**src/common/sound_pkg.sv**
```systemverilog
package sound_pkg;

   ////////////////////
   // Chip arrangement
   ////////////////////

   // Two generators in the turbo-sound pair
   localparam int NUM_CHIPS = 2;
   // Index width for the selected chip
   localparam int SEL_W = (NUM_CHIPS > 1) ? $clog2(NUM_CHIPS) : 1;
   // CPU data bus width
   localparam int DATA_W = 8;

   // Register file geometry
   localparam int REG_AW = 4;
   localparam int NUM_REGS = 2 ** REG_AW;

   // Tone channels per chip
   localparam int NUM_TONES = 3;
   localparam int PERIOD_W = 12;
   localparam int VOL_W = 4;
   localparam int CHIP_LEVEL_W = 8;

   // Mixer sum and DAC accumulator
   localparam int MIX_W = 10;

   // Tone tick divider
   localparam int TONE_PRESCALE = 8;
   localparam int PRESCALE_W = $clog2(TONE_PRESCALE);
   localparam int VOL_GAIN = 4;

   // Beeper contributions to the mix
   localparam logic [MIX_W-1:0] SPK_LEVEL = 10'd128;
   localparam logic [MIX_W-1:0] EAR_LEVEL = 10'd64;
   localparam logic [MIX_W-1:0] MIC_LEVEL = 10'd32;

   // Select code of chip 0, chip k answers to this minus k
   localparam logic [DATA_W-1:0] CHIP_SEL_TOP = 8'hFF;

   ////////////////////
   // Register map
   ////////////////////
   localparam logic [REG_AW-1:0] R_TONE_A_LO = 4'd0;
   localparam logic [REG_AW-1:0] R_TONE_A_HI = 4'd1;
   localparam logic [REG_AW-1:0] R_TONE_B_LO = 4'd2;
   localparam logic [REG_AW-1:0] R_TONE_B_HI = 4'd3;
   localparam logic [REG_AW-1:0] R_TONE_C_LO = 4'd4;
   localparam logic [REG_AW-1:0] R_TONE_C_HI = 4'd5;
   localparam logic [REG_AW-1:0] R_ENABLE = 4'd7;
   localparam logic [REG_AW-1:0] R_VOL_A = 4'd8;
   localparam logic [REG_AW-1:0] R_VOL_B = 4'd9;
   localparam logic [REG_AW-1:0] R_VOL_C = 4'd10;

   // CPU cycle classes seen at the sound ports
   typedef enum logic [1:0] {
      BUS_IDLE,
      BUS_ADDR_WR,
      BUS_DATA_WR,
      BUS_DATA_RD
   } bus_op_e;

endpackage

```
**src/sound/psg_bus_decoder.sv**
```systemverilog
`timescale 1ns/1ps

module psg_bus_decoder (
   input  logic                                               clk,
   input  logic                                               rst_n,
   // Raw CPU bus
   input  logic [15:0]                                        a,
   input  logic                                               iorq_n,
   input  logic                                               rd_n,
   input  logic                                               wr_n,
   input  logic [sound_pkg::DATA_W-1:0]                       din,
   // Read-back from every chip, chip k in slice k
   input  logic [sound_pkg::NUM_CHIPS*sound_pkg::DATA_W-1:0]  rd_data,
   // Shared register access to the chips
   output logic [sound_pkg::REG_AW-1:0]                       reg_addr,
   output logic [sound_pkg::DATA_W-1:0]                       wr_data,
   output logic [sound_pkg::NUM_CHIPS-1:0]                    wr_en,
   // CPU read path
   output logic [sound_pkg::DATA_W-1:0]                       dout,
   output logic                                               oe_n
);

   import sound_pkg::*;

   bus_op_e              bus_op;
   logic                 port_hit;
   logic                 sel_hit;
   logic [SEL_W-1:0]     sel_idx;
   logic [SEL_W-1:0]     chip_sel;

   ////////////////////
   // Cycle decode
   ////////////////////

   // Both sound ports have A15 high and A1..A0 = 01
   assign port_hit = !iorq_n && a[15] && (a[1:0] == 2'b01);

   always_comb begin
      bus_op = BUS_IDLE;
      if (port_hit && !wr_n) begin
         // A14 splits register select (FFFD) from data (BFFD)
         bus_op = a[14] ? BUS_ADDR_WR : BUS_DATA_WR;
      end else if (port_hit && !rd_n && a[14]) begin
         // Reads come back through the select port
         bus_op = BUS_DATA_RD;
      end
   end

   // Match din against the chip select codes
   always_comb begin
      sel_hit = 1'b0;
      sel_idx = '0;
      for (int k = 0; k < NUM_CHIPS; k++) begin
         if (din == CHIP_SEL_TOP - DATA_W'(k)) begin
            sel_hit = 1'b1;
            sel_idx = SEL_W'(k);
         end
      end
   end

   ////////////////////
   // Address and select latches
   ////////////////////
   always_ff @(posedge clk or negedge rst_n) begin
      if (!rst_n) begin
         reg_addr <= '0;
         chip_sel <= '0;
      end else if (bus_op == BUS_ADDR_WR) begin
         // Select code switches chip, address stays put
         if (sel_hit) begin
            chip_sel <= sel_idx;
         end else begin
            reg_addr <= din[REG_AW-1:0];
         end
      end
   end

   // Write strobe, one cycle after the bus cycle
   always_ff @(posedge clk or negedge rst_n) begin
      if (!rst_n) begin
         wr_en <= '0;
      end else if (bus_op == BUS_DATA_WR) begin
         wr_en <= NUM_CHIPS'(1) << chip_sel;
      end else begin
         wr_en <= '0;
      end
   end

   // Write data travels alongside the strobe
   always_ff @(posedge clk) begin
      if (bus_op == BUS_DATA_WR) begin
         wr_data <= din;
      end
   end

   ////////////////////
   // Read-back
   ////////////////////
   assign dout = rd_data[chip_sel*DATA_W +: DATA_W];
   assign oe_n = (bus_op != BUS_DATA_RD);

endmodule

```
**src/sound/psg_chip.sv**
```systemverilog
`timescale 1ns/1ps

module psg_chip (
   input  logic                                 clk,
   input  logic                                 rst_n,
   // Register access from the bus decoder
   input  logic [sound_pkg::REG_AW-1:0]         reg_addr,
   input  logic [sound_pkg::DATA_W-1:0]         wr_data,
   input  logic                                 wr_en,
   output logic [sound_pkg::DATA_W-1:0]         rd_data,
   // Summed channel level to the mixer
   output logic [sound_pkg::CHIP_LEVEL_W-1:0]   level
);

   import sound_pkg::*;

   // Register file, all 16 entries kept in full
   logic [DATA_W-1:0]        regs [NUM_REGS];

   // Prescaler
   logic [PRESCALE_W-1:0]    presc;
   logic                     tick;

   // Per channel tone state
   logic [PERIOD_W-1:0]      period [NUM_TONES];
   logic [PERIOD_W-1:0]      period_eff [NUM_TONES];
   logic [PERIOD_W-1:0]      tone_cnt [NUM_TONES];
   logic [PERIOD_W:0]        cnt_inc [NUM_TONES];
   logic [NUM_TONES-1:0]     square;
   logic [NUM_TONES-1:0]     chan_on;
   logic [VOL_W-1:0]         vol [NUM_TONES];
   logic [CHIP_LEVEL_W-1:0]  contrib [NUM_TONES];
   logic [CHIP_LEVEL_W-1:0]  level_sum;

   ////////////////////
   // Register file
   ////////////////////
   always_ff @(posedge clk or negedge rst_n) begin
      if (!rst_n) begin
         for (int r = 0; r < NUM_REGS; r++) begin
            regs[r] <= '0;
         end
      end else if (wr_en) begin
         regs[reg_addr] <= wr_data;
      end
   end

   // Read-back is straight from the array
   assign rd_data = regs[reg_addr];

   ////////////////////
   // Register fields
   ////////////////////
   always_comb begin
      // Fine byte plus low nibble of the coarse byte
      period[0] = {regs[R_TONE_A_HI][PERIOD_W-DATA_W-1:0], regs[R_TONE_A_LO]};
      period[1] = {regs[R_TONE_B_HI][PERIOD_W-DATA_W-1:0], regs[R_TONE_B_LO]};
      period[2] = {regs[R_TONE_C_HI][PERIOD_W-DATA_W-1:0], regs[R_TONE_C_LO]};
      vol[0] = regs[R_VOL_A][VOL_W-1:0];
      vol[1] = regs[R_VOL_B][VOL_W-1:0];
      vol[2] = regs[R_VOL_C][VOL_W-1:0];
   end

   ////////////////////
   // Tone prescaler
   ////////////////////
   assign tick = (presc == PRESCALE_W'(TONE_PRESCALE - 1));

   always_ff @(posedge clk or negedge rst_n) begin
      if (!rst_n) begin
         presc <= '0;
      end else if (tick) begin
         presc <= '0;
      end else begin
         presc <= presc + 1'b1;
      end
   end

   ////////////////////
   // Tone channels
   ////////////////////
   always_comb begin
      for (int i = 0; i < NUM_TONES; i++) begin
         // Period 0 behaves like period 1
         period_eff[i] = (period[i] == '0) ? PERIOD_W'(1) : period[i];
         // One extra bit so the compare never wraps
         cnt_inc[i] = {1'b0, tone_cnt[i]} + 1'b1;
      end
   end

   always_ff @(posedge clk or negedge rst_n) begin
      if (!rst_n) begin
         square <= '0;
         for (int i = 0; i < NUM_TONES; i++) begin
            tone_cnt[i] <= '0;
         end
      end else if (tick) begin
         for (int i = 0; i < NUM_TONES; i++) begin
            // >= also catches a period lowered below the count
            if (cnt_inc[i] >= {1'b0, period_eff[i]}) begin
               tone_cnt[i] <= '0;
               square[i] <= ~square[i];
            end else begin
               tone_cnt[i] <= cnt_inc[i][PERIOD_W-1:0];
            end
         end
      end
   end

   ////////////////////
   // Channel levels
   ////////////////////
   always_comb begin
      level_sum = '0;
      for (int i = 0; i < NUM_TONES; i++) begin
         // Enable bit set means tone off, channel held high
         chan_on[i] = regs[R_ENABLE][i] | square[i];
         contrib[i] = chan_on[i] ? CHIP_LEVEL_W'(vol[i] * VOL_GAIN) : '0;
         level_sum = level_sum + contrib[i];
      end
   end

   // Max 3 x 60 = 180, fits in 8 bits
   always_ff @(posedge clk or negedge rst_n) begin
      if (!rst_n) begin
         level <= '0;
      end else begin
         level <= level_sum;
      end
   end

endmodule

```
**src/sound/audio_mixer.sv**
```systemverilog
`timescale 1ns/1ps

module audio_mixer (
   input  logic                                                    clk,
   input  logic                                                    rst_n,
   // Chip levels, chip k in slice k
   input  logic [sound_pkg::NUM_CHIPS*sound_pkg::CHIP_LEVEL_W-1:0] level,
   // Beeper bits
   input  logic                                                    spk,
   input  logic                                                    mic,
   input  logic                                                    ear,
   // One-bit DAC output
   output logic                                                    audio_out
);

   import sound_pkg::*;

   logic [MIX_W-1:0]  sum_next;
   logic [MIX_W-1:0]  mix_sum;
   logic [MIX_W-1:0]  acc;

   ////////////////////
   // Level sum
   ////////////////////

   // Worst case 2 x 180 + 224 = 584, below 2^MIX_W
   always_comb begin
      sum_next = '0;
      for (int k = 0; k < NUM_CHIPS; k++) begin
         sum_next = sum_next + MIX_W'(level[k*CHIP_LEVEL_W +: CHIP_LEVEL_W]);
      end
      // Fixed beeper weights
      if (spk) begin
         sum_next = sum_next + SPK_LEVEL;
      end
      if (mic) begin
         sum_next = sum_next + MIC_LEVEL;
      end
      if (ear) begin
         sum_next = sum_next + EAR_LEVEL;
      end
   end

   always_ff @(posedge clk or negedge rst_n) begin
      if (!rst_n) begin
         mix_sum <= '0;
      end else begin
         mix_sum <= sum_next;
      end
   end

   ////////////////////
   // Sigma-delta DAC
   ////////////////////

   // First order modulator
   // Carry out of the accumulator is the output bit
   // Density of ones is mix_sum / 2^MIX_W
   always_ff @(posedge clk or negedge rst_n) begin
      if (!rst_n) begin
         acc <= '0;
         audio_out <= 1'b0;
      end else begin
         {audio_out, acc} <= {1'b0, acc} + {1'b0, mix_sum};
      end
   end

endmodule

```
**src/sound_top.sv**
```systemverilog
`timescale 1ns/1ps

module sound_top (
   input  logic                              clk,
   input  logic                              rst_n,
   // CPU bus
   input  logic [15:0]                       a,
   input  logic                              iorq_n,
   input  logic                              rd_n,
   input  logic                              wr_n,
   input  logic [sound_pkg::DATA_W-1:0]      din,
   output logic [sound_pkg::DATA_W-1:0]      dout,
   output logic                              oe_n,
   // Beeper sources
   input  logic                              spk,
   input  logic                              mic,
   input  logic                              ear,
   // One-bit audio
   output logic                              audio_out
);

   import sound_pkg::*;

   // Decoder to chips
   logic [REG_AW-1:0]                   reg_addr;
   logic [DATA_W-1:0]                   wr_data;
   logic [NUM_CHIPS-1:0]                wr_en;
   // Chips back to decoder and on to mixer
   logic [NUM_CHIPS*DATA_W-1:0]         rd_data;
   logic [NUM_CHIPS*CHIP_LEVEL_W-1:0]   level;

   psg_bus_decoder u_decoder (
      .clk      (clk),
      .rst_n    (rst_n),
      .a        (a),
      .iorq_n   (iorq_n),
      .rd_n     (rd_n),
      .wr_n     (wr_n),
      .din      (din),
      .rd_data  (rd_data),
      .reg_addr (reg_addr),
      .wr_data  (wr_data),
      .wr_en    (wr_en),
      .dout     (dout),
      .oe_n     (oe_n)
   );

   // One generator per select code
   for (genvar k = 0; k < NUM_CHIPS; k++) begin : g_chip
      psg_chip u_chip (
         .clk      (clk),
         .rst_n    (rst_n),
         .reg_addr (reg_addr),
         .wr_data  (wr_data),
         .wr_en    (wr_en[k]),
         .rd_data  (rd_data[k*DATA_W +: DATA_W]),
         .level    (level[k*CHIP_LEVEL_W +: CHIP_LEVEL_W])
      );
   end

   audio_mixer u_mixer (
      .clk       (clk),
      .rst_n     (rst_n),
      .level     (level),
      .spk       (spk),
      .mic       (mic),
      .ear       (ear),
      .audio_out (audio_out)
   );

endmodule

```
**config.mk**
```make
export PLATFORM = sky130hd
export DESIGN_NAME = sound_top
export DESIGN_NICKNAME = d
export VERILOG_FILES = /design/src/common/sound_pkg.sv /design/src/sound/psg_bus_decoder.sv /design/src/sound/psg_chip.sv /design/src/sound/audio_mixer.sv /design/src/sound_top.sv
export SDC_FILE = /design/constraint.sdc
export NUM_CORES = 1
export LEC_CHECK = 0
export BUFFER_PORTS_ARGS = -buffer_cell sky130_fd_sc_hd__buf_2
export CAP_MARGIN = 30
export CORE_MARGIN = 5
export CORE_UTILIZATION = 57
export DETAILED_ROUTE_END_ITERATION = 16
export PLACE_DENSITY = 0.76
export SLEW_MARGIN = 20
export SYNTH_ARGS = -nofsm -noshare
export SYNTH_HDL_FRONTEND = slang
export SYNTH_SLANG_ARGS = --single-unit
```
**constraint.sdc**
```tcl
create_clock -name clk -period 3.1 [get_ports clk]
set_input_delay 0.465 -clock clk [delete_from_list [all_inputs] [get_ports clk]]
set_output_delay 0.465 -clock clk [all_outputs]
set_load 0.05 [all_outputs]
```
# [After elaboration in Yosys (flattened, before gate mapping)]
# Cells that the tools add are included.
[classes] shifts=2 magnitude_cmp=8 n_mux=40 mul=0 bitwise_logic=14 n_addsub=17 n_reduce_logical=23 n_eq_ne=8 n_div=0
[op_table] cell="bitwise mux 128 bit" count=2
[op_table] cell="two-way mux 12 bit" count=12
[op_table] cell="adder 12 x 1 -> 13 bit, second input constant" count=6
[op_table] cell=">= comparator 13 x 12 -> 1 bit" count=6
[op_table] cell="zero test 12 bit" count=6
[op_table] cell="binary-select mux 8 bit (select 4 bit)" count=2
[op_table] cell="two-way mux 8 bit" count=5
[op_table] cell="two-way mux 6 bit" count=6
[op_table] cell="adder 8 bit" count=4
[op_table] cell="demux 8 bit (select 4 bit)" count=1
[op_table] cell="two-way mux 10 bit" count=3
[op_table] cell="equality test 8 bit, second input constant" count=2
[op_table] cell="AND reduction 2 bit" count=8
[op_table] cell="variable part select 16 x 5 -> 8 bit" count=1
[op_table] cell="adder 10 x 10 -> 11 bit" count=1
[op_table] cell="adder 10 x 6 -> 10 bit, second input constant" count=1
[op_table] cell="adder 10 x 7 -> 10 bit, second input constant" count=1
[op_table] cell="adder 10 x 8 -> 10 bit, second input constant" count=1
[op_table] cell="adder 8 x 8 -> 9 bit" count=1
[op_table] cell="two-way mux 2 bit" count=4
[op_table] cell="inverter 1 bit" count=7
[op_table] cell="adder 3 x 1 -> 3 bit, second input constant" count=2
[op_table] cell="equality test 3 bit, second input constant" count=2
[op_table] cell="logical AND 1 bit" count=6
[op_table] cell="11 further kinds" count=22
[word_totals] latchBits=0 output_inout_bits=10 in_bits=32 register_bits=392 wordCells=167 memories=0 mem_bits_ro=0 mem_bits_rw=0

# [Longest topological paths before layout]
# Gate-level depths: netlist of run 1.
[depth] depth_word=9 depth_mapped=15 mapped_depth_nobuf=13

# [Hierarchy]
# From an unflattened synthesis of run 1, not the netlist that was laid out.
[hier_totals] cells_unflattened=1744 area_unflattened_um2=21275.4
[modules_own_cells] mod="psg_chip at g_chip[1].u_chip" seq_area_each_um2=4404.2 area_each_um2=9601.7 cells_per_inst=779 instances=1
[modules_own_cells] mod="psg_chip at g_chip[0].u_chip" seq_area_each_um2=4404.2 area_each_um2=9525.4 cells_per_inst=780 instances=1
[modules_own_cells] mod="audio_mixer" seq_area_each_um2=525.5 area_each_um2=1483.9 cells_per_inst=143 instances=1
[modules_own_cells] mod="psg_bus_decoder" seq_area_each_um2=415.4 area_each_um2=664.4 cells_per_inst=42 instances=1

# [Least setup slack after synthesis of run 1]
# No wires, ideal clock.
[synth_timing] path_type="reg2reg" startpoint="register g_chip[1].u_chip.tone_cnt[0] in the netlist's numbering" endpoint="register g_chip[1].u_chip.tone_cnt[2] in the netlist's numbering" t_required_ps=3036 slack_ps=-209 stages_incl_launch_ff=16 synth_period_minus_slack_ps=3309 t_arrival_ps=3245 setup_time_ps=64 path_buffers=2 path_cell_list="dfrtp_1 -> ha_1 -> and3_1 -> and3_1 -> clkbuf_1 -> and4_1 -> nand2_1 -> xnor2_1 -> ha_1 -> a2111oi_0 -> o21ai_0 -> a211oi_1 -> o21ai_1 -> buf_4 -> nor3_1 -> a21o_1"
[synth_between] elab_chain_len=3
[synth_lines] item="from (decl)" line_no="psg_chip.sv:27" source="logic [PERIOD_W-1:0] tone_cnt [NUM_TONES];"
[synth_lines] item="from (signal, indexed assignment)" line_no="psg_chip.sv:104" source="tone_cnt[i] <= cnt_inc[i][PERIOD_W-1:0];"
[synth_lines] item="adder 12 x 1 -> 13 bit *" line_no="psg_chip.sv:87" source="cnt_inc[i] = {1'b0, tone_cnt[i]} + 1'b1;"
[synth_lines] item=">= comparator 13 x 12 -> 1 bit" line_no="psg_chip.sv:100" source="if (cnt_inc[i] >= {1'b0, period_eff[i]}) begin"
[synth_lines] item="two-way mux 12 bit *" line_no="psg_chip.sv:100"
# Every way passes the cells marked *; elsewhere a longest branch is shown, timed or not.
# A chain may end at the register's enable or synchronous reset.

# [Final worst setup path of run 1]
[layout_timing] startpoint="register u_decoder.reg_addr[0] in the netlist's numbering" endpoint="output dout[3] in the netlist's numbering"
[layout_between] elab_chain_len=5 elab_cells_between_ends=8 cone_classes="1 x shift; 6 x mux; 1 x bitwise"
[layout_lines] item="from (decl)" line_no="psg_bus_decoder.sv:15" source="output logic [sound_pkg::REG_AW-1:0] reg_addr,"
[layout_lines] item="from (signal assigned)" line_no="psg_bus_decoder.sv:73" source="reg_addr <= din[REG_AW-1:0];"
[layout_lines] item="inverter 4 -> 5 bit (not written as such) *" line_no="psg_chip.sv:49" source="assign rd_data = regs[reg_addr];"
[layout_lines] item="binary-select mux 8 bit (select 4 bit)" line_no="psg_chip.sv:49"
[layout_lines] item="two-way mux 8 bit (not written as such) (2 in a row)" line_no="psg_chip.sv:49"
[layout_lines] item="variable part select 16 x 5 -> 8 bit *" line_no="psg_bus_decoder.sv:99" source="assign dout = rd_data[chip_sel*DATA_W +: DATA_W];"
[layout_lines] item="to (decl)" line_no="sound_top.sv:12" source="output logic [sound_pkg::DATA_W-1:0] dout,"
# Every way passes the cells marked *; elsewhere a longest branch is shown, timed or not. The select of a mux whose other input is x is not followed.

==> results.md, run 1 <==
- Post-route clock skew: 0.02027 ns
- RSZ-0062 raised after global routing: true
- WP buf/inv: 3
- Port bufs: 29
- Int Power: 9651 uW
- Worst hold path class: in -> reg
- Wire per inst: 21.29 um
- Post-Syn Area: 20770 um^2
- P_sw: 3471 uW
- Top FF cell, synth: dfrtp_1
- Total GRT Usage: 24.61%
- Post-Syn Nets: 1897
- TNS Setup: -1.743 ns
- Cells after Synth: 1748
- Seq/Total Area, Yosys: 46.46%
- Register area: 9654 um^2
- Max-Cap Viols: 0
- # fillers: 2485
- Family with the most delay on the worst path: multiplexers
- Pwr dens: 535.3 nW/um^2
- Max FO, Critical Path: 4
- Leak Pwr: 0.01145 uW
- Clock Latency Late Sink: 0.56 ns
- H-tree levels: 2
- Post-synth cell types: 65
- Die Span X: 200.9 um
- Status: finished with violations
- GRT overflow: 0
- Fin nets: 2013
- CTS tree: done
- Most common cell after layout, fill and taps aside: dfrtp_1
- Reg power frac: 41.3%
- Most frequent cells in the layout: 374 x dfrtp_1, 230 x mux2_2, 123 x nand2_1
- WP data required: 2.63 ns
- Core box area: 36260 um^2
- Switching Share: 26.45%
- Crit-path cells: buf_4, buf_4, mux4_2, mux4_2, mux2_2, buf_6
- Antenna Nets Post-Route: 0
- Area delta synth->final: 18.03%
- DRT iter0 DRCs: 1039
- Relative slew slack: 32.19%
- Final setup margin: -0.2286 ns
- CTS buffer count: 42
- DRT Pass-1 Iters: 6
- CP peak stage delay: 0.52 ns
- Max Freq: 300.4 MHz
- Setup crit end kind: primary output
- RePlAce Congestion: 0.8650
- Initial Util: 57.28%
- Number of synthesized flops with an enable pin: 8
- Post-DP HPWL: 33560 um
- Layout cells sized above 1: 34.53%
- Num Clock Sinks: 384
- Slowest CP cell: mux4_2
- Vias after detailed routing: 14590
- Fin. max-slew vios: 0
- Clock tree buffer depth: 3
- Root Driver: clkbuf_16
- Ant. Diodes: 0
- Rows: 70
- Least-Margin Pin Slew: 1.009 ns
- Crit Path Category: reg -> out
- Die Height: 200.9 um
- Via-per-instance ratio: 6.179
- First-pass GRT wire length: 80990 um
- Min Tclk post-route: 3.329 ns
- Setup-failing EPs final: 9
- Die Area: 40350 um^2
- Combinational power share: 18.0%
- Synth Register Bits: 384
- Initial antenna violation count: 0
- CTS clk-pin slew, worst paths: 0.06 ns
- DRC Markers: 0
- Startpoint types: flip-flop
- IR drop worst, VDD: 0.4896 mV
- Post-Syn Area per Cell: 11.88 um^2
- Arr. time, crit path: 2.86 ns
- Failing checks: negative setup slack
- Final Hold Fails: 0
- Num ports: 42
- Async SR Flop Fraction: 97.92%
- Multi-input logic area: 10930 um^2
- Placement Setup Slack: -0.1186 ns
- Final period util: 107.4%
- Synthesis Warnings: 0
- Clk pwr share: 40.7%
- Largest net degree at the start of global routing: 85
- Vias in the first global route: 15100
- DRT Wirelength: 50280 um
power by group through the flow:
stage                     Clock, uW  Sequential [uW]  Combinational [uW]
after CTS                      5410             5420                2090
final                          5340             5420                2360
after global placement            0             5520                1890
after detailed placement          0             5530                1950
after global routing           5640             5450                2560
after floorplan                   0             5440                1390
cell families (layout without fill, tap and decap cells):
logic type	after synthesis	in the layout	share of synthesized area, %
simple gates	373	373	8.651
xor+xnor	84	84	3.542
mux	320	320	21.65
compound gates	261	261	8.350
fa+ha+maj	117	117	7.482
flops	384	384	46.46
buf+inv	209	355	3.862
cell type report:
cell class / count / area share [%]
multi-input combinational: 1155 / 44.59
clock buffer: 56 / 4.829
inverter: 122 / 1.868
tap: 468 / 2.389
timing repair buffer: 159 / 5.758
clock inverter: 18 / 1.179
sequential: 384 / 39.39
metal layers:
metal	share of wire, %	vias to the layer above	GRT usage (%)
li1	-	6555	-
met1	42	7467	33.69
met2	49	444	40.74
met3	5.8	128	4.200
met4	3.2	0	7.547
met5	0	-	0
final timing paths:
path | start | end | slack (ns) | cells after the start
setup / recovery | u_decoder.reg_addr[0]$_DFFE_PN0P_ | dout[3] | -0.23 | 6
hold / removal | din[5] | u_decoder.wr_data[5]$_DFFE_PN_ | 0.11 | 1
setup reg to reg | g_chip[1].u_chip.tone_cnt[13]$_DFFE_PN0P_ | g_chip[1].u_chip.tone_cnt[20]$_DFFE_PN0P_ | -0.04 | 13
hold reg to reg | g_chip[1].u_chip.presc[0]$_DFF_PN0_ | g_chip[1].u_chip.presc[0]$_DFF_PN0_ | 0.43 | 1
max in group asynchronous | rst_n | g_chip[0].u_chip.regs[58]$_DFFE_PN0P_ | 1.63 | 3
min in group asynchronous | rst_n | g_chip[1].u_chip.tone_cnt[34]$_DFFE_PN0P_ | 0.55 | 2
state kept, by name (all words and copies together), names as in the netlist:
register,count
u_mixer.mix_sum,8
u_decoder.wr_en,2
u_mixer.acc,8
u_mixer.audio_out,1
g_chip.u_chip.period,72
g_chip.u_chip.square,6
u_decoder.chip_sel,1
u_decoder.reg_addr,4
g_chip.u_chip.level,12
g_chip.u_chip.regs,184
u_decoder.wr_data,8
g_chip.u_chip.tone_cnt,72
g_chip.u_chip.presc,6
cell usage after synthesis (2+ instances only):
library cell	n	area [um^2]
o21ai_1	4	20.02
inv_1	122	457.9
o211ai_1	4	30.03
nor2b_1	15	93.84
nor2_1	61	229.0
nand4_1	7	43.79
edfxtp_1	8	240.2
nand3_1	57	285.3
o21ai_0	95	475.5
nand2_1	129	484.2
o22ai_1	6	37.54
a211o_1	2	17.52
o32ai_1	2	17.52
mux2_2	234	2635
and4_1	3	26.28
nor3b_1	2	15.01
a211oi_1	5	37.54
a31o_2	7	61.31
a21oi_1	32	160.2
o21a_1	19	142.6
nand2b_1	14	87.58
nor4_1	14	87.58
a31oi_1	3	18.77
ha_1	105	1314
o31ai_1	8	60.06
mux4_2	80	1802
buf_1	2	7.510
nor3_1	19	95.09
a311o_1	2	20.02
or2_2	5	31.28
clkbuf_1	73	274.0
and3_1	29	181.4
fa_1	12	240.2
a2111oi_0	4	35.03
or3_1	9	56.30
a21o_1	18	135.1
o2bb2ai_1	32	280.3
mux2i_1	6	60.06
dfrtp_1	376	9409
buf_2	11	55.05
a22o_1	6	52.55
xnor2_1	57	499.2
xor2_1	27	236.5
what timing repair did:
item,CTS,global route
resized for setup,41,103
endpoints found under the setup margin,31,84
cloned,1,1
setup buffers,8,17
endpoints found under the hold margin,72,0
hold buffers,1,0
pin swaps,11,40
worst register-to-register path: cells and delay by family (launching register included):
family | cells | cell delay [ns]
xor+xnor | 1 | 0.14
fa+ha+maj | 2 | 0.49
simple gates | 5 | 1.01
flops | 1 | 0.39
compound gates | 5 | 1.04
through the flow:
step	hold slack, ns	area, um^2	instances	utilization [%]	power [uW]
floorplan	0.1694	20820	1748	-	6833
global placement	0.4145	22060	2256	60.84	7410
detailed placement	0.4201	22130	2260	61.04	7479
CTS	0.09379	23850	2344	65.79	12920
global route	0.09200	24510	2362	67.60	13650
finish	0.1103	24510	2362	67.60	13120
Note: power is estimated with default switching activity, not from simulation.
==> run 2: changes to the inputs <==
Settings changed: MAX_ROUTING_LAYER set to met4, SYNTH_HIERARCHICAL set to 1.
==> run 2 against run 1 <==
Against the previous run:
- the run still ends with negative setup slack left
- flip-flop and latch count up 4
- largest cell class unchanged
- critical path depth did not move
- sequential share of layout area is 0.69 points higher
- setup slack lost 0.083 ns
- largest power group unchanged
==> results.md, run 2 <==
- Initial Util: 57.97% (+0.70 points)
- Post-Syn Area per Cell: 12.20 um^2 (+2.7%)
- Setup crit end kind: primary output
- Initial antenna violation count: 1 (+1)
- Worst r2r path cells: 11 (-2)
- Num ports: 42 (unchanged)
- Final period util: 110.1% (+2.7 points)
- Pwr dens: 536.6 nW/um^2 (+0.23%)
- Relative slew slack: 57.07% (+25 points)
- Layout cells sized above 1: 32.11% (-2.4 points)
- Seq/Total Area, Yosys: 45.82% (-0.64 points)
- R2R Path End: u_mixer/mix_sum[8]$_DFF_PN0_
- Synthesis Warnings: 6 (+6)
- Max Freq: 293.1 MHz (-2.4%)
- Synth top area share: 44.70% (-0.61 points)
- Total GRT Usage: 24.42% (-0.19 points)
- Via-per-instance ratio: 6.197 (+0.29%)
- DRC Markers: 0 (unchanged)
- Failing checks: negative setup slack
- Arr. time, crit path: 2.95 ns (+0.09 ns)
- Final setup margin: -0.3119 ns (-0.08334 ns)
- Cells after Synth: 1744 (-0.23%)
- Placed instance area: 22410 um^2 (+1.3%)
- Crit Path Category: reg -> out
- Die Span X: 203.2 um (+1.2%)
- First-pass GRT wire length: 79610 um (-1.7%)
- Hold Path Sink: u_decoder/wr_data[5]$_DFFE_PN_
- H-tree levels: 2 (unchanged)
- Synth top cells by count: 380 x dfrtp_1, 255 x mux2_2, 119 x inv_1
- GRT overflow: 0 (unchanged)
- R2r setup slk: 0.10 ns (+0.14 ns)
- Hold path cells: 1 (unchanged)
- Leak Pwr: 0.01154 uW (+0.86%)
- Top FF cell, synth: dfrtp_1
- CTS tree: done
- DRT Wirelength: 49350 um (-1.9%)
- Post-synth cell types: 85 (+31%)
- Max reg flops: 184 (unchanged)
- DRT iter0 DRCs: 1153 (+11%)
- Root Driver: clkbuf_16
- Placement Setup Slack: -0.03832 ns (+0.08023 ns)
- Most frequent cells in the layout: 374 x dfrtp_1, 250 x mux2_2, 119 x inv_1
- Clock Latency Late Sink: 0.55 ns (about the same)
- Antenna Nets Post-Route: 0 (unchanged)
- Most common cell after layout, fill and taps aside: dfrtp_1
- Synth Register Bits: 388 (+1.0%)
- RePlAce Congestion: 0.8478 (-2.0%)
- Min Tclk post-route: 3.412 ns (+0.08334 ns)
- Setup-failing EPs final: 8 (-1)
- Post-DP HPWL: 32290 um (-3.8%)
- Post-Syn Area: 21280 um^2 (+2.4%)
- Num Clock Sinks: 388 (+1.0%)
- Status: finished with violations
- Worst hold path class: in -> reg
- Post-route clock skew: 0.01725 ns (-0.003021 ns)
- Fin nets: 1999 (-0.70%)
- Area delta synth->final: 14.48%
- IR drop worst, VDD: 0.5306 mV (+8.4%)
- Finished Cell Area: 24360 um^2 (-0.64%)
- CTS clk-pin slew, worst paths: 0.06 ns (about the same)
- DRT Pass-1 Iters: 5 (-1)
- Largest net degree at the start of global routing: 106 (+25%)
- Final Hold Fails: 0 (unchanged)
- Ranking of synthesized cells by area: dfrtp_1 45%, mux2_2 13%, mux4_2 8.5%
- Startpoint types: flip-flop
- Vias in the first global route: 14970 (-0.87%)
- CP peak stage delay: 0.55 ns (+0.03 ns)
- Fin. max-slew vios: 0 (unchanged)
- RSZ-0062 raised after global routing: true
- Most frequent CP cell: mux4_2
- Max FO, Critical Path: 8 (+4)
- Biggest register: g_chip.u_chip/regs
- Number of synthesized flops with an enable pin: 8 (unchanged)
- WP data required: 2.63 ns (about the same)
- Vias after detailed routing: 14540 (-0.34%)
- Hold Path Origin: din[5]
- Cell with the most instances after synthesis: dfrtp_1
- Synth area leader: dfrtp_1
- Slowest CP cell: mux4_2
- Die Area: 41290 um^2 (+2.3%)
- Hold WS: 0.1101 ns (-0.0002350 ns)
- Port bufs: 29 (unchanged)
- Core box area: 36700 um^2 (+1.2%)
- Max-Cap Viols: 0 (unchanged)
- Wire per inst: 21.02 um (-1.2%)
- Worst r2r src: g_chip[0].u_chip/level[4]$_DFF_PN0_
- Clock tree buffer depth: 3 (unchanged)
- Async SR Flop Fraction: 97.94% (about the same)
- Die Height: 203.2 um (+1.2%)
- CTS buffer count: 42 (unchanged)
- Crit-path cells: buf_4, buf_12, mux4_2, mux4_2, mux2_4, buf_6
- Rows: 70 (unchanged)
- Least-Margin Pin Slew: 0.6400 ns (-0.3694 ns)
==> run 2: cell count changes in the layout (fill, tap and decap cells not counted), sizes merged, moves of 8 or more <==
| cell | previous run | this run |
|---|---|---|
| buf | 157 | 130 |
| nor2 | 61 | 70 |
| o2bb2ai | 32 | 19 |
| mux2 | 234 | 255 |
| nand3b | 1 | 9 |
| a22o | 6 | 16 |
| nand4 | 7 | 17 |
| o21a | 19 | 10 |
| nor3 | 19 | 27 |
| nand2 | 129 | 89 |
| o21ai | 99 | 87 |
| and3 | 29 | 19 |
==> run 2: stage by stage <==
step,power [uW],instances,TNS (ns),util [%]
final,13070,2347,-2.363,66.37
after global routing,13640,2347,-2.936,66.37
after CTS,13020,2336,-2.420,65.61
after detailed placement,7782,2246,-0.1752,61.07
after global placement,7710,2243,0,60.96
after floorplan,7075,1746,0,-
==> run 2: final cells by class <==
class                      instances  area [um^2]
clock buffer                      59         1195
inverter                         120        450.4
tap                              468        585.6
clock inverter                    17        211.5
fill                            2522        12340
timing repair buffer             133         1275
antenna                            1        2.502
sequential                       388         9762
multi-input combinational       1161        10870
==> run 2: power breakdown <==
part / leakage [uW] / switching, uW / internal [uW]
registers: 0.00529 / 222 / 5310
clock network: 0.000686 / 2040 / 3030
logic: 0.00557 / 1260 / 1210
total: 0.0115 / 3520 / 9550
==> run 2: logic make-up (layout without fill, tap and decap cells) <==
kind of cell	count (synthesis)	count (layout)	share of synthesized area [%]
flops	388	388	45.82
simple gates	371	371	9.280
mux	340	340	22.20
compound gates	240	240	7.716
buf+inv	197	329	3.817
fa+ha+maj	121	121	7.539
xor+xnor	85	85	3.587
other cells	2	5	0.03530
==> run 2: repair_timing <==
| item | 4_1_cts | 5_1_grt |
|---|---|---|
| cloned | 2 | 2 |
| hold endpoints to repair | 19 | 0 |
| buffers inserted | 11 | 8 |
| pin swaps | 1 | 6 |
| resized for setup | 26 | 37 |
| hold buffers | 1 | 0 |
| setup endpoints to repair | 16 | 67 |
==> run 2: layer usage <==
layer | wire length (um) | part of all wire [%] | vias up | GRT usage (%)
met5 | 0 | 0 | - | -
met4 | 1506 | 3.1 | 0 | 7.709
met3 | 3478 | 7.0 | 120 | 5.533
met2 | 23740 | 48 | 508 | 38.48
met1 | 20620 | 42 | 7361 | 32.01
li1 | - | - | 6555 | -
==> run 2: critical path, delay by kind of cell, from the launching register on <==
kind | cells | cell delay, ns
muxes | 3 | 1.40
buffers and inverters | 3 | 0.46
DFF | 1 | 0.54
==> run 2: worst max path at each step <==
stage	startpoint	cells past startpoint	slack, ns	end
after floorplan	g_chip[0].u_chip/level[4]$_DFF_PN0_	12	0.14	u_mixer/mix_sum[9]$_DFF_PN0_
after global placement	g_chip[1].u_chip/tone_cnt[24]$_DFFE_PN0P_	12	0.05	g_chip[1].u_chip/tone_cnt[32]$_DFFE_PN0P_
after detailed placement	g_chip[1].u_chip/tone_cnt[24]$_DFFE_PN0P_	12	-0.04	g_chip[1].u_chip/tone_cnt[30]$_DFFE_PN0P_
after CTS	u_decoder/reg_addr[0]$_DFFE_PN0P_	7	-0.33	dout[5]
after global routing	u_decoder/reg_addr[0]$_DFFE_PN0P_	6	-0.34	dout[7]
final	u_decoder/reg_addr[0]$_DFFE_PN0P_	6	-0.31	dout[2]
==> run 3: changes to the inputs <==
==> constraint.sdc (replaced) <==
create_clock -name clk -period 3.1 [get_ports clk]
set_input_delay 0.465 -clock clk [delete_from_list [all_inputs] [get_ports clk]]
set_output_delay 0.465 -clock clk [all_outputs]
set_load 0.01 [all_outputs]
==> run 3 against run 2 <==
Against the previous run:
- the flow still finishes with violations (negative setup slack)
- clock power grew 4%
- power grew 1.4%
- global-route usage shrank 0.12 points
- worst hold slack lost 0.091 ns
- sequential power is essentially flat
- highest routed layer unchanged
==> results.md, run 3 (synthesis results as in run 2) <==
- Post-DP HPWL: 32830 um (+1.7%)
- Failing checks: negative setup slack
- Die Area: 41290 um^2 (unchanged)
- Largest net degree at the start of global routing: 104 (-1.9%)
- Max reg flops: 184 (unchanged)
- H-tree levels: 2 (unchanged)
- DRT Pass-1 Iters: 5 (unchanged)
- Fin nets: 1999 (unchanged)
- Initial antenna violation count: 0 (-1)
- Total power: 13250 uW (+1.4%)
- Port bufs: 29 (unchanged)
- Final period util: 107.3% (-2.8 points)
- Setup-failing EPs final: 8 (unchanged)
- Rows: 70 (unchanged)
- Combinational power share: 18.7% (-0.2 points)
- CTS clk-pin slew, worst paths: 0.06 ns (about the same)
- Num Clock Sinks: 388 (unchanged)
- DRT iter0 DRCs: 1120 (-2.9%)
- Total GRT Usage: 24.30% (-0.12 points)
- R2R Path End: g_chip[1].u_chip/tone_cnt[35]$_DFFE_PN0P_
- RePlAce Congestion: 0.8696 (+2.6%)
- Reg power frac: 41.6% (-0.7 points)
- Int Power: 9725 uW (+1.8%)
- Worst hold path class: in -> async
- Fin. max-slew vios: 0 (unchanged)
- DRT Wirelength: 49280 um (-0.14%)
- Vias in the first global route: 14870 (-0.63%)
- Initial Util: 57.97% (unchanged)
- R2r setup slk: 0.11 ns (about the same)
- Relative slew slack: 41.94% (-15 points)
- Antenna Nets Post-Route: 0 (unchanged)
- Min Tclk post-route: 3.326 ns (-0.08604 ns)
- Leak Pwr: 0.01155 uW (about the same)
- Most common cell after layout, fill and taps aside: dfrtp_1
- GRT overflow: 0 (unchanged)
- Vias after detailed routing: 14480 (-0.41%)
- Max FO, Critical Path: 6 (-2)
- Num ports: 42 (unchanged)
- Core box area: 36700 um^2 (unchanged)
- CTS buffer count: 41 (-2.4%)
- Arr. time, crit path: 2.86 ns (-0.09 ns)
- Clock Latency Late Sink: 0.55 ns (about the same)
- Switching Share: 26.62% (-0.30 points)
- Post-route clock skew: 0.01513 ns (-0.002117 ns)
- RSZ-0062 raised after global routing: true
- Setup crit end kind: primary output
- Least-Margin Pin Slew: 0.8709 ns (+0.2309 ns)
- Worst r2r src: g_chip[1].u_chip/tone_cnt[25]$_DFFE_PN0P_
- Placement Setup Slack: 0.03735 ns (+0.07567 ns)
- Max Freq: 300.7 MHz (+2.6%)
- Clock tree buffer depth: 3 (unchanged)
- CTS tree: done
- Crit Path Category: reg -> out
- Status: finished with violations
- Via-per-instance ratio: 6.174 (-0.37%)
- Die Height: 203.2 um (unchanged)
- WP data required: 2.63 ns (about the same)
- Worst r2r path cells: 12 (+1)
- Die Span X: 203.2 um (unchanged)
- P_sw: 3528 uW (+0.26%)
- Final Hold Fails: 0 (unchanged)
- Non-Filler Instances: 2346 (-0.043%)
- Max-Cap Viols: 0 (unchanged)
- Clk pwr share: 39.7% (+0.9 points)
- First-pass GRT wire length: 79340 um (-0.34%)
- Area delta synth->final: 14.58% (about the same)
- Startpoint types: flip-flop
- Biggest register: g_chip.u_chip/regs
- Number of placed cells counting well taps: 2245 (-0.045%)
- Layout cells sized above 1: 32.34% (+0.23 points)
- Root Driver: clkbuf_16
- Wire per inst: 21.00 um (about the same)
- Final setup margin: -0.2259 ns (+0.08604 ns)
- DRC Markers: 0 (unchanged)
- Most frequent cells in the layout: 375 x dfrtp_1, 250 x mux2_2, 119 x inv_1
- Count of hold-fix buffers inserted at cts: 0 (-1)
- Pwr dens: 543.6 nW/um^2 (+1.3%)
- IR drop worst, VDD: 0.6081 mV (+15%)
-- run 3: worst max-delay path: stages (launching register included) --
cell and delay (ns):
dfrtp_4 0.46, buf_12 0.17, clkbuf_16 0.17, mux4_2 0.54, mux4_2 0.51, mux2_2 0.30, buf_2 0.15
-- run 3: through the flow --
| step | cell area (um^2) | util [%] | hold WS, ns | setup TNS [ns] |
|---|---|---|---|---|
| 2_1_floorplan | 21280 | - | 0.1694 | 0 |
| 3_3_place_gp | 22350 | 60.90 | 0.4136 | 0 |
| 3_5_place_dp | 22420 | 61.09 | 0.4244 | 0 |
| 4_1_cts | 23940 | 65.23 | 0.04064 | -1.807 |
| 5_1_grt | 24380 | 66.42 | 0.07182 | -2.127 |
| 6_report | 24380 | 66.43 | 0.01899 | -1.643 |
-- run 3: cell type report --
type                    count  area (um^2)
diodes                      1        2.502
clock buffers              52         1140
repair buffers            133         1242
fillers                  2510        12320
flip-flops and latches    388         9761
well taps                 468        585.6
multi-input cells        1162        10890
inverters                 120        450.4
clock inverters            22        309.0
-- run 3: power by group through the flow --
stage,registers [uW],logic (uW),clock network (uW)
3_3_place_gp,5630,1960,0
2_1_floorplan,5520,1470,0
6_report,5510,2480,5260
3_5_place_dp,5640,2060,0
5_1_grt,5530,2710,5580
4_1_cts,5520,2140,5350
-- run 3: worst max path at each step --
stage / slack (ns) / end / start
floorplan: 0.14 / u_mixer/mix_sum[9]$_DFF_PN0_ / g_chip[0].u_chip/level[4]$_DFF_PN0_
global route: -0.25 / dout[3] / u_decoder/reg_addr[0]$_DFFE_PN0P_
detailed placement: 0.04 / g_chip[1].u_chip/tone_cnt[29]$_DFFE_PN0P_ / g_chip[1].u_chip/tone_cnt[25]$_DFFE_PN0P_
CTS: -0.24 / dout[0] / u_decoder/reg_addr[0]$_DFFE_PN0P_
finish: -0.23 / dout[6] / u_decoder/reg_addr[0]$_DFFE_PN0P_
global placement: 0.10 / g_chip[1].u_chip/tone_cnt[32]$_DFFE_PN0P_ / g_chip[1].u_chip/tone_cnt[25]$_DFFE_PN0P_
-- run 3: repair_timing --
action                                  4_1_cts  5_1_grt
pin swaps                                     0       10
gates resized for setup                       1       54
cloned                                        0        5
endpoints found under the hold margin         0        0
buffers inserted                              5       15
endpoints found under the setup margin        9       72
-- run 3: per-layer routing --
layer | GRT usage [%] | vias to the layer above | wire length (um)
met4 | 5.589 | 0 | 902
met2 | 38.36 | 375 | 23980
met3 | 4.134 | 88 | 2377
met1 | 33.66 | 7467 | 22020
met5 | - | - | 0
li1 | - | 6554 | -
